File: src/uart_rx/uart_rx_deser.sv
module uart_rx_deser #(
    parameter int CLKS_PER_BIT = 16
) (
    input  logic       clk,
    input  logic       rst_n,
    input  logic       uart_rx,
    output logic [7:0] byte_data,
    output logic       byte_valid
);

    localparam int CNT_W = $clog2(CLKS_PER_BIT);
    localparam logic [CNT_W-1:0] HALF_CNT = CNT_W'(CLKS_PER_BIT / 2 - 1);
    localparam logic [CNT_W-1:0] FULL_CNT = CNT_W'(CLKS_PER_BIT - 1);

    typedef enum logic [1:0] {
        S_IDLE,
        S_START,
        S_DATA,
        S_STOP
    } deser_state_e;

    deser_state_e     state;
    logic [1:0]       rx_sync;
    logic             rx_prev;
    logic             rx_fall;
    logic [CNT_W-1:0] clk_cnt;
    logic [2:0]       bit_idx;
    logic [7:0]       shift_q;

    // two flops against metastability, the line idles high
    always_ff @(posedge clk or negedge rst_n) begin
        if (!rst_n) begin
            rx_sync <= 2'b11;
            rx_prev <= 1'b1;
        end else begin
            rx_sync <= {rx_sync[0], uart_rx};
            rx_prev <= rx_sync[1];
        end
    end

    assign rx_fall = rx_prev && !rx_sync[1];

    // ========================================
    // frame FSM
    // ========================================
    always_ff @(posedge clk or negedge rst_n) begin
        if (!rst_n) begin
            state      <= S_IDLE;
            clk_cnt    <= '0;
            bit_idx    <= 3'd0;
            byte_valid <= 1'b0;
        end else begin
            byte_valid <= 1'b0;
            case (state)
                S_IDLE: begin
                    clk_cnt <= '0;
                    if (rx_fall) begin
                        state <= S_START;
                    end
                end
                S_START: begin
                    // a glitch shorter than half a bit is not a start bit
                    if (clk_cnt == HALF_CNT) begin
                        clk_cnt <= '0;
                        bit_idx <= 3'd0;
                        state   <= rx_sync[1] ? S_IDLE : S_DATA;
                    end else begin
                        clk_cnt <= clk_cnt + 1'b1;
                    end
                end
                S_DATA: begin
                    if (clk_cnt == FULL_CNT) begin
                        clk_cnt <= '0;
                        bit_idx <= bit_idx + 3'd1;
                        if (bit_idx == 3'd7) begin
                            state <= S_STOP;
                        end
                    end else begin
                        clk_cnt <= clk_cnt + 1'b1;
                    end
                end
                default: begin
                    // frames with a low stop bit are dropped here
                    if (clk_cnt == FULL_CNT) begin
                        clk_cnt    <= '0;
                        byte_valid <= rx_sync[1];
                        state      <= S_IDLE;
                    end else begin
                        clk_cnt <= clk_cnt + 1'b1;
                    end
                end
            endcase
        end
    end

    // data arrives lsb first so it shifts in from the top
    always_ff @(posedge clk) begin
        if (state == S_DATA && clk_cnt == FULL_CNT) begin
            shift_q <= {rx_sync[1], shift_q[7:1]};
        end
    end

    assign byte_data = shift_q;

endmodule

File: config.mk
export PLATFORM = sky130hd
export DESIGN_NAME = uart_rx_deser
export DESIGN_NICKNAME = d
export VERILOG_FILES = /design/src/uart_rx/uart_rx_deser.sv
export SDC_FILE = /design/constraint.sdc
export NUM_CORES = 1
export LEC_CHECK = 0
export ABC_AREA = 1
export BUFFER_PORTS_ARGS = -buffer_cell sky130_fd_sc_hd__buf_2
export CAP_MARGIN = 10
export CORE_ASPECT_RATIO = 1.1
export CORE_MARGIN = 8
export CORE_UTILIZATION = 25
export CTS_BUF_LIST = sky130_fd_sc_hd__clkbuf_8
export CTS_CLUSTER_SIZE = 24
export DETAILED_ROUTE_END_ITERATION = 8
export PLACE_DENSITY = 0.55
export SLEW_MARGIN = 0
export SYNTH_ARGS = -nofsm -noshare
export SYNTH_HDL_FRONTEND = slang
export SYNTH_SLANG_ARGS = --single-unit
File: constraint.sdc
create_clock -name clk -period 1.3 [get_ports clk]
set_input_delay 0.13 -clock clk [delete_from_list [all_inputs] [get_ports clk]]
set_output_delay 0.13 -clock clk [all_outputs]
set_load 0.1 [all_outputs]
==> Word level (Yosys, flattened, before mapping) <==
Cells that the tools add are included.
{ "word_totals": {"out_inout_bits": 9, "input_bits": 3, "wordCells": 42, "reg_bits": 21} }
{ "classes": {"n_reduce_logical": 9, "n_mux": 15, "n_eq_ne": 9, "add_sub_neg": 2} }
{ "op_table": {"columns": ["op", "n"], "rows": [
  ["2-bit 2-to-1 mux", 6],
  ["4-bit 2-to-1 mux", 2],
  ["2-bit inequality test (second input constant)", 4],
  ["4-bit one-hot mux with 2 select lines", 1],
  ["3-bit 2-to-1 mux", 2],
  ["2-bit one-hot mux with 3 select lines", 1],
  ["3-bit one-hot mux with 2 select lines", 1],
  ["5-bit AND reduction", 1],
  ["4-bit by 1-bit adder with 4-bit output (second input constant)", 1],
  ["4-bit by 3-bit equality test with 1-bit output (second input constant)", 1],
  ["4-bit equality test (second input constant)", 1],
  ["3-bit by 1-bit adder with 3-bit output (second input constant)", 1],
  ["3-bit equality test (second input constant)", 1],
  ["3-bit AND reduction", 1],
  ["3-bit nonzero test", 1],
  ["3-bit OR reduction", 1],
  ["2-bit by 1-bit equality test with 1-bit output (second input constant)", 1],
  ["2-bit equality test (second input constant)", 1],
  ["1-bit logical AND", 2],
  ["2-bit logical NOT", 1],
  ["1-bit 2-to-1 mux", 2],
  ["2-bit nonzero test", 1],
  ["1-bit logical NOT", 1]
]} }

==> Longest topological paths before layout <==
Gate-level depths: netlist of the first run.
{ "depth": {"word_depth": 4, "depth_mapped": 8, "ltp_nobuf": 8} }

==> Least setup slack after synthesis of the first run <==
OpenSTA, ideal clock, no wires.
{ "synth_timing": {"kind": "register -> register", "startpoint": "register clk_cnt[0]", "endpoint": "register shift_q[0], in the netlist byte_data[0] (enable)", "slack_ns": -0.085, "stages_incl_launch_ff": 4, "t_arrival_ns": 1.029, "required_time_ns": 0.944, "setup_time_ns": 0.356, "path_cell_list": "dfrtp_1 ha_1 nand3_4 nor2_2"} }
{ "synth_between": {"elab_chain_len": 2} }
{ "synth_rtl": {"columns": ["item", "line_no", "rtl"], "rows": [
  ["start, declared", "26", "logic [CNT_W-1:0] clk_cnt;"],
  ["start signal, assigned", "68", "clk_cnt <= clk_cnt + 1'b1;"],
  ["start signal, assigned", "79", "clk_cnt <= clk_cnt + 1'b1;"],
  ["start signal, assigned", "89", "clk_cnt <= clk_cnt + 1'b1;"],
  ["4-bit equality test", "98", "if (state == S_DATA && clk_cnt == FULL_CNT) begin"],
  ["1-bit logical AND", "98", null],
  ["end signal, assigned", "99", "shift_q <= {rx_sync[1], shift_q[7:1]};"],
  ["end, declared", "28", "logic [7:0] shift_q;"]
]} }
Every way passes these cells.
A chain may end at the register's enable or synchronous reset.

==> Worst setup path after layout of the first run <==
{ "layout_timing": {"startpoint": "register clk_cnt[1]", "endpoint": "register shift_q[3], in the netlist byte_data[3] (enable)"} }
The elaborated chain is that of the path after synthesis.

==> metrics, run 1 <==
outcome completed; Crit Path Class flip-flop to flip-flop; Routed WL 1.56 mm; Cell variety after synth 19; global-route wire length before repair 2.77 mm; Layout area overhead 32.4%; die footprint 5520 µm²; number of fill cells 328; Max transition margin 0.674; CTS Buffer Depth 2; Worst Setup Start Kind flip-flop; largest area contributor in the netlist dfrtp_1; # Max-Cap Violations 0; CP Capture Type flip-flop; Crit Path Max Fanout 7; Gate Count Post-Synth 73; chip width 71.6 µm; Mapped Nets 79; commonest non-fill, non-tap cells in the layout nand2_1, buf_2, dfrtp_1; Worst-Skew Late Latency 0.26 ns; routed length per instance 11.7 µm; Slew Viols, Final 0; clock sinks 21; synthesized cell area 850 µm²; Synth Register Bits 21; root buffer cell clkbuf_8; Antenna Nets Post-Route 0; Non-Filler Instances 133; Post-Syn Area per Cell 11.6 µm²; Die H 77.1 µm; Worst Path Arrival 1.22 ns; crit share post-route 0.951; clock buffer count from CTS 3; initial core utilization 0.257; layout cell share with drive strength beyond 1 0.392; vias post-DR 584; vias in the first global route 611; top post-synthesis cells by area dfrtp_1, edfxtp_1, dfstp_2; Final WS setup 0.0639 ns; sequential-to-total area share from yosys stat 0.670; area share of the largest cell type after synthesis 0.295; Achievable Freq 809 MHz; DRC 0; cell count after placement 124; Critical Path RT 1.28 ns; CORE AREA 3300 µm²; detailed placer's ending HPWL 1.11 mm; overall global routing resource usage 0.0630; Pleak 0.495 nW; Placement Setup Slack -0.0443 ns; slew of the pin with the lowest slew margin 0.493 ns; initial antenna violation count 0; Pwr Density 2010 nW/µm²; minimum hold slack 0.283 ns; commonest non-fill, non-tap cell in the layout nand2_1; IO buf count 11; post-route core utilization 0.341; Ports 12; yosys synthesis warning count 0; worst-case reg-to-reg path depth 4; diode count 0; clk_skew 0.00133 ns; Setup Viol. Count Final 0; RSZ-0062 raised after global routing true; Final Wtd Congestion 0.881; Pwr Total 0.00227 W; largest net degree at the start of global routing 14; Peak VDD IR 0.586 mV; grt ovf 0; DRT Pass-1 Iters 4; hold crit path type input port to async pin; floorplan row count 22; CTS tree done; DR vias/cell 4.39; Final Hold Viols 0; crit path time final 1.24 ns; final layout net count 104; clk slew on worst S/H paths 0.07 ns; CTS H-tree depth 1; Initial DRC Count 27
final cells by class:
type / instances / area, µm² / area share
well taps: 36 / 45.0 / 0.0400
clock buffers: 3 / 41.3 / 0.0367
inverters: 8 / 30.0 / 0.0267
clock inverters: 1 / 5.00 / 0.00445
flip-flops and latches: 21 / 569 / 0.506
multi-input cells: 44 / 295 / 0.263
repair buffers: 20 / 139 / 0.123
logic make-up (layout without fill, tap and decap cells):
| logic type | Yosys count | count (layout) | share of synthesized area |
|---|---|---|---|
| adder cells (fa/ha/maj) | 3 | 3 | 0.0442 |
| AND/OR/NAND/NOR | 35 | 35 | 0.205 |
| flip-flops | 21 | 21 | 0.670 |
| AO/OA/AOI/OAI | 5 | 5 | 0.0353 |
| buffers and inverters | 8 | 32 | 0.0353 |
| XOR/XNOR | 1 | 1 | 0.0103 |
worst max-delay path, stage by stage, from the launching register on:
cell and delay [ns]:
dfrtp_1 0.39, ha_4 0.17, nand3_4 0.12, nor2_4 0.13, buf_6 0.14
power by group:
part	total (W)	leakage, nW	internal (W)	switching, W
Sequential	0.00100	0.226	0.000858	0.000142
Combinational	0.000846	0.243	0.000319	0.000527
Clock	0.000419	0.0255	0.000213	0.000206
Total	0.00227	0.495	0.00139	0.000875
synth_stat cells (all sizes together):
cell type	instances
dfstp	3
dfrtp	10
o21a	1
nor4	1
o21ai	2
nand3	4
nor2	11
edfxtp	8
xor2	1
inv	8
nand2	19
o31ai	1
a21oi	1
ha	3
stage by stage:
step | area, µm² | setup TNS [ns]
6_report | 1120 | 0
5_1_grt | 1120 | -0.0267
4_1_cts | 1070 | 0
3_5_place_dp | 985 | -0.242
3_3_place_gp | 985 | -0.0108
2_1_floorplan | 855 | 0
final timing paths:
kind                            startpoint  slack [ns]            to
worst min-delay path                 rst_n        0.28    clk_cnt[2]
worst min register to register  rx_sync[0]        0.36    rx_sync[1]
max in group asynchronous            rst_n        0.74       rx_prev
min in group clk                rx_sync[0]        0.36    rx_sync[1]
worst max register to register  clk_cnt[1]        0.06  byte_data[3]
worst max-delay path            clk_cnt[1]        0.06  byte_data[3]
timing repair:
action,in CTS,in global routing
hold endpoints to repair,11,0
hold buffers,2,0
pin swaps,1,7
setup buffers,2,1
resized for setup,2,10
setup endpoints to repair,11,15
routing by layer:
metal  vias to the layer above  wire length [µm]  global-route usage  part of all wire
met5                         -                 0                   0                 0
met1                       285               702              0.0683              0.45
met2                        16               731               0.100              0.47
li1                        281                 -                   -                 -
met3                         2                90              0.0221             0.058
met4                         0                36              0.0429             0.023
registers in the layout, indices dropped and copies added (netlist names):
signal / flops
byte_valid: 1
state: 2
byte_data: 8
clk_cnt: 4
rx_prev: 1
bit_idx: 3
rx_sync: 2
(Power assumes the default switching activity.)
==> run 2: changes to the inputs <==
--- a/config.mk
+++ b/config.mk
@@ -14,7 +14,7 @@
 export CTS_BUF_LIST = sky130_fd_sc_hd__clkbuf_8
 export CTS_CLUSTER_SIZE = 24
 export DETAILED_ROUTE_END_ITERATION = 8
-export PLACE_DENSITY = 0.55
+export PLACE_DENSITY = 0.51
 export SLEW_MARGIN = 0
 export SYNTH_ARGS = -nofsm -noshare
 export SYNTH_HDL_FRONTEND = slang
==> metrics, run 2 (synthesis results as in run 1) <==
clock buffer count from CTS 3 (unchanged); initial antenna violation count 0 (unchanged); Non-Filler Instances 133 (unchanged); initial core utilization 0.257 (unchanged); CORE AREA 3300 µm² (unchanged); max FFs per register 8 (unchanged); global-route wire length before repair 2.64 mm (-4.7%); root buffer cell clkbuf_8; Psw 0.000848 W (-3.1%); vias in the first global route 609 (-0.33%); Pleak 0.497 nW (+0.43%); commonest non-fill, non-tap cell in the layout nand2_1; Crit Path Max Fanout 3 (-4); RSZ-0062 raised after global routing true; Final Wtd Congestion 0.813 (-7.8%); Achievable Freq 804 MHz (-0.56%); crit share post-route 0.956 (+0.00536); setup TNS 0 ns (unchanged); Max transition margin 0.676 (+0.00182); outcome completed; clk slew on worst S/H paths 0.07 ns (about the same); Pwr Total 0.00225 W (-0.55%); Setup Viol. Count Final 0 (unchanged); met2 routed WL 758 µm (+3.7%); number of fill cells 329 (+0.30%); Initial DRC Count 34 (+26%); hold crit path type input port to async pin; chip width 71.6 µm (unchanged); Worst-Skew Late Latency 0.25 ns (about the same); Slew Viols, Final 0 (unchanged); cell count after placement 125 (+0.81%); Worst Setup Start Kind flip-flop; Antenna Nets Post-Route 0 (unchanged); diode count 0 (unchanged); commonest non-fill, non-tap cells in the layout nand2_1, buf_2, dfrtp_1; DR vias/cell 4.37 (-0.51%); # Max-Cap Violations 0 (unchanged); clock sinks 21 (unchanged); Final Hold Viols 0 (unchanged); Seq pwr share 0.445 (+0.004); clk_skew 0.00185 ns (+0.000515 ns); CTS tree done; Final WS setup 0.0570 ns (-0.00697 ns); final layout net count 104 (unchanged); Internal 0.00140 W (+1.0%); Peak VDD IR 0.674 mV (+15%); slew of the pin with the lowest slew margin 0.490 ns (-0.00276 ns); Multi-input gate area 293 µm² (-0.85%); overall global routing resource usage 0.0589 (-0.00411); Routed met3 length 94 µm (+4.4%); largest net degree at the start of global routing 14 (unchanged); IO buf count 11 (unchanged); sw frac 0.376 (-0.00973); DP Area 992 µm² (+0.76%); sequential standard cell area 569 µm² (unchanged); Die H 77.1 µm (unchanged); met1 WL 695 µm (-1.0%); FF-to-FF setup slack 0.06 ns (about the same); Layout area overhead 32.5%; Ports 12 (unchanged); power share of the combinational group 0.379 (+0.005); CP Capture Type flip-flop; Pwr Density 2000 nW/µm² (-0.66%); die footprint 5520 µm² (unchanged); Critical Path RT 1.46 ns (+0.18 ns); Crit Path Class flip-flop to flip-flop; DRT Pass-1 Iters 4 (unchanged); floorplan row count 22 (unchanged); Routed WL 1.55 mm (-0.45%); Worst Path Arrival 1.40 ns (+0.18 ns); CTS Buffer Depth 2 (unchanged); Clk pwr share 0.177 (-0.008); grt ovf 0 (unchanged); design area 1130 µm² (+0.11%); vias post-DR 581 (-0.51%); Placement Setup Slack -0.0179 ns (+0.0264 ns); DRC 0 (unchanged); detailed placer's ending HPWL 1.12 mm (+1.0%); top layer used by detailed routing met4; routed length per instance 11.7 µm (-0.45%); crit path time final 1.24 ns (+0.00697 ns); layout cell share with drive strength beyond 1 0.361 (-0.0309); CTS H-tree depth 1 (unchanged)
[run 2: cell types whose count changed in the layout (fill, tap and decap cells not counted), sizes merged]
cell | previous run | this run
inv | 8 | 9
clkinv | 1 | 0
[run 2: power groups by stage]
stage | Clock, W | Combinational, W | Sequential [W]
after floorplan | 0 | 0.000348 | 0.00118
after global placement | 0 | 0.000736 | 0.000986
after detailed placement | 0 | 0.000759 | 0.000993
after CTS | 0.000423 | 0.000804 | 0.000984
after global routing | 0.000454 | 0.000939 | 0.00103
final | 0.000398 | 0.000853 | 0.00100
[run 2: critical path: stages (launching register included)]
cell and delay [ns]:
dfrtp_1 0.40, ha_4 0.17, nand3_4 0.10, buf_6 0.14
buf_4 0.12, o31ai_1 0.21
[run 2: stage by stage]
stage / utilization / hold slack, ns
CTS: 0.327 / 0.303
detailed placement: 0.300 / 0.0387
floorplan: - / -0.166
global route: 0.341 / 0.336
global placement: 0.300 / 0.0361
finish: 0.341 / 0.298
[run 2: final timing paths]
check                           start          to  depth (start not counted)
setup / recovery           clk_cnt[1]  bit_idx[0]                          5
max in group asynchronous       rst_n  rx_sync[1]                          2
hold reg to reg            rx_sync[0]  rx_sync[1]                          0
min in group clk           rx_sync[0]  rx_sync[1]                          0
hold / removal                  rst_n    state[0]                          2
setup reg to reg           clk_cnt[1]  bit_idx[0]                          5
[run 2: repair_timing]
item	CTS	global route
buffers inserted	1	1
setup endpoints to repair	13	6
hold buffers	2	0
pin swaps	1	8
gates resized for setup	1	8
endpoints found under the hold margin	11	0
[run 2: layer usage]
metal / track usage / vias up
met4: 0.0184 / 0
met1: 0.0604 / 283
met2: 0.100 / 11
li1: - / 285
met5: 0 / -
met3: 0.0312 / 2
[run 2: area by class of cell]
class | instances | share of cell area
multi-input combinational | 44 | 0.260
sequential | 21 | 0.506
tap | 36 | 0.0400
clock inverter | 1 | 0.00333
clock buffer | 3 | 0.0367
inverter | 8 | 0.0267
timing repair buffer | 20 | 0.128
==> run 3: changes to the inputs <==
--- a/config.mk
+++ b/config.mk
@@ -10,11 +10,11 @@
 export CAP_MARGIN = 10
 export CORE_ASPECT_RATIO = 1.1
 export CORE_MARGIN = 8
-export CORE_UTILIZATION = 25
+export CORE_UTILIZATION = 45
 export CTS_BUF_LIST = sky130_fd_sc_hd__clkbuf_8
 export CTS_CLUSTER_SIZE = 24
 export DETAILED_ROUTE_END_ITERATION = 8
-export PLACE_DENSITY = 0.51
+export PLACE_DENSITY = 0.76
 export SLEW_MARGIN = 0
 export SYNTH_ARGS = -nofsm -noshare
 export SYNTH_HDL_FRONTEND = slang
==> metrics, run 3 (synthesis results as in run 1) <==
outcome completed; detailed placer's ending HPWL 1.09 mm (-3.0%); minimum hold slack 0.273 ns (-0.0247 ns); clock sinks 21 (unchanged); sw frac 0.390 (+0.0138); DRC 0 (unchanged); Routed met3 length 74 µm (-21%); Peak VDD IR 1.31 mV (+94%); routed length per instance 13.9 µm (+19%); Achievable Freq 797 MHz (-0.93%); CP max stage delay 0.41 ns (about the same); met2 routed WL 867 µm (+14%); DP Area 947 µm² (-4.5%); layout cell share with drive strength beyond 1 0.398 (+0.0371); grt ovf 0 (unchanged); hold crit path type input port to async pin; DR vias/cell 5.00 (+14%); # Max-Cap Violations 0 (unchanged); crit-path cells ha_2 -> ha_4 -> inv_1 -> nor2_1 -> nor2_1 -> nor2_2 -> nand2_1 -> nand2_1; crit path time final 1.25 ns (+0.0116 ns); CTS H-tree depth 1 (unchanged); Internal 0.00142 W (+1.1%); Crit Path Class flip-flop to flip-flop; Worst-Skew Late Latency 0.26 ns (about the same); Multi-input gate area 305 µm² (+4.3%); Setup Viol. Count Final 0 (unchanged); Die H 61.6 µm (-20%); IO buf count 11 (unchanged); Routed WL 1.61 mm (+3.8%); Pwr Density 2090 nW/µm² (+4.7%); Antenna Nets Post-Route 0 (unchanged); design area 1110 µm² (-1.2%); largest net degree at the start of global routing 14 (unchanged); Final Wtd Congestion 0.815 (+0.31%); commonest non-fill, non-tap cells in the layout nand2_1, buf_2, dfrtp_1; top layer used by detailed routing met4; setup TNS 0 ns (unchanged); clk_skew 0.00504 ns (+0.00319 ns); floorplan row count 16 (-27%); Slew Viols, Final 0 (unchanged); die footprint 3540 µm² (-36%); overall global routing resource usage 0.0968 (+0.0379); Critical Path RT 1.45 ns (about the same); met1 WL 654 µm (-5.9%); Max transition margin 0.677 (+0.00136); initial antenna violation count 0 (unchanged); commonest non-fill, non-tap cell in the layout nand2_1; diode count 0 (unchanged); CTS tree done; DRT Pass-1 Iters 4 (unchanged); root buffer cell clkbuf_8; clock buffer count from CTS 3 (unchanged); Clk pwr share 0.182 (+0.005); Initial DRC Count 18 (-47%); vias in the first global route 573 (-5.9%); Layout area overhead 30.9%; slew of the pin with the lowest slew margin 0.488 ns (-0.00205 ns); Pleak 0.499 nW (+0.49%); vias post-DR 580 (-0.17%); CP Capture Type flip-flop; global-route wire length before repair 2.58 mm (-2.1%); CTS Buffer Depth 2 (unchanged); Crit Path Max Fanout 2 (-1); crit share post-route 0.965 (+0.00894); RSZ-0062 raised after global routing true; number of fill cells 137 (-58%); clk slew on worst S/H paths 0.08 ns (about the same); Worst Setup Start Kind flip-flop; initial core utilization 0.477 (+0.220); Seq pwr share 0.431 (-0.014); CORE AREA 1780 µm² (-46%); Final Hold Viols 0 (unchanged); chip width 57.4 µm (-20%); Psw 0.000909 W (+7.2%); power share of the combinational group 0.387 (+0.008); critical path's slowest cell dfrtp_1; sequential standard cell area 569 µm² (unchanged); max FFs per register 8 (unchanged); final layout net count 105 (+0.96%); Ports 12 (unchanged); Worst Path Arrival 1.40 ns (about the same)
==> run 3: routing by layer <==
layer | track usage | up-vias
met5 | 0 | -
met4 | 0.0321 | 0
met3 | 0.0355 | 3
li1 | - | 287
met2 | 0.175 | 13
met1 | 0.103 | 277
==> run 3: path summary, 6_finish.rpt <==
kind | from | cells after the start | end | slack [ns]
worst max-delay path | bit_idx[0] | 8 | state[1] | 0.05
worst min-delay path | rst_n | 2 | bit_idx[1] | 0.27
worst max register to register | bit_idx[0] | 8 | state[1] | 0.05
worst min register to register | rx_sync[0] | 0 | rx_sync[1] | 0.36
max in group asynchronous | rst_n | 2 | rx_prev | 0.75
min in group clk | rx_sync[0] | 0 | rx_sync[1] | 0.36
==> run 3: through the flow <==
| step | util | power, W | instances | setup WS [ns] |
|---|---|---|---|---|
| final | 0.624 | 0.00233 | 116 | 0.0453 |
| after global routing | 0.624 | 0.00247 | 116 | -0.0351 |
| after CTS | 0.586 | 0.00215 | 113 | 0.0151 |
| after detailed placement | 0.532 | 0.00169 | 104 | -0.0394 |
| after global placement | 0.532 | 0.00167 | 104 | 0.0342 |
| after floorplan | - | 0.00153 | 73 | 0.0465 |
==> run 3: what timing repair did <==
| action | 4_1_cts | 5_1_grt |
|---|---|---|
| resized for setup | 3 | 8 |
| setup buffers | 3 | 3 |
| hold endpoints to repair | 11 | 0 |
| hold buffers | 2 | 0 |
| pin swaps | 3 | 7 |
| setup endpoints to repair | 13 | 15 |
| cloned | 0 | 0 |
==> run 3: power groups by stage <==
stage,Combinational [W],Sequential [W],Clock [W]
4_1_cts,0.000743,0.000981,0.000431
6_report,0.000901,0.00100,0.000425
3_3_place_gp,0.000684,0.000983,0
5_1_grt,0.000989,0.00102,0.000461
2_1_floorplan,0.000348,0.00118,0
3_5_place_dp,0.000700,0.000990,0
==> run 3: worst max-delay path: cells and delay by family, from the launching register on <==
kind                       cells  cell delay (ns)
buffers and inverters          1             0.05
and+or+nand+nor                5             0.32
adders and majority gates      2             0.37
DFF                            1             0.41
==> run 3: final cells by class <==
class	instances	area share
Clock buffer	3	0.0371
Clock inverter	1	0.00450
Inverter	8	0.0270
Multi-Input combinational cell	44	0.274
Sequential cell	21	0.512
Tap cell	18	0.0202
Timing Repair Buffer	21	0.125
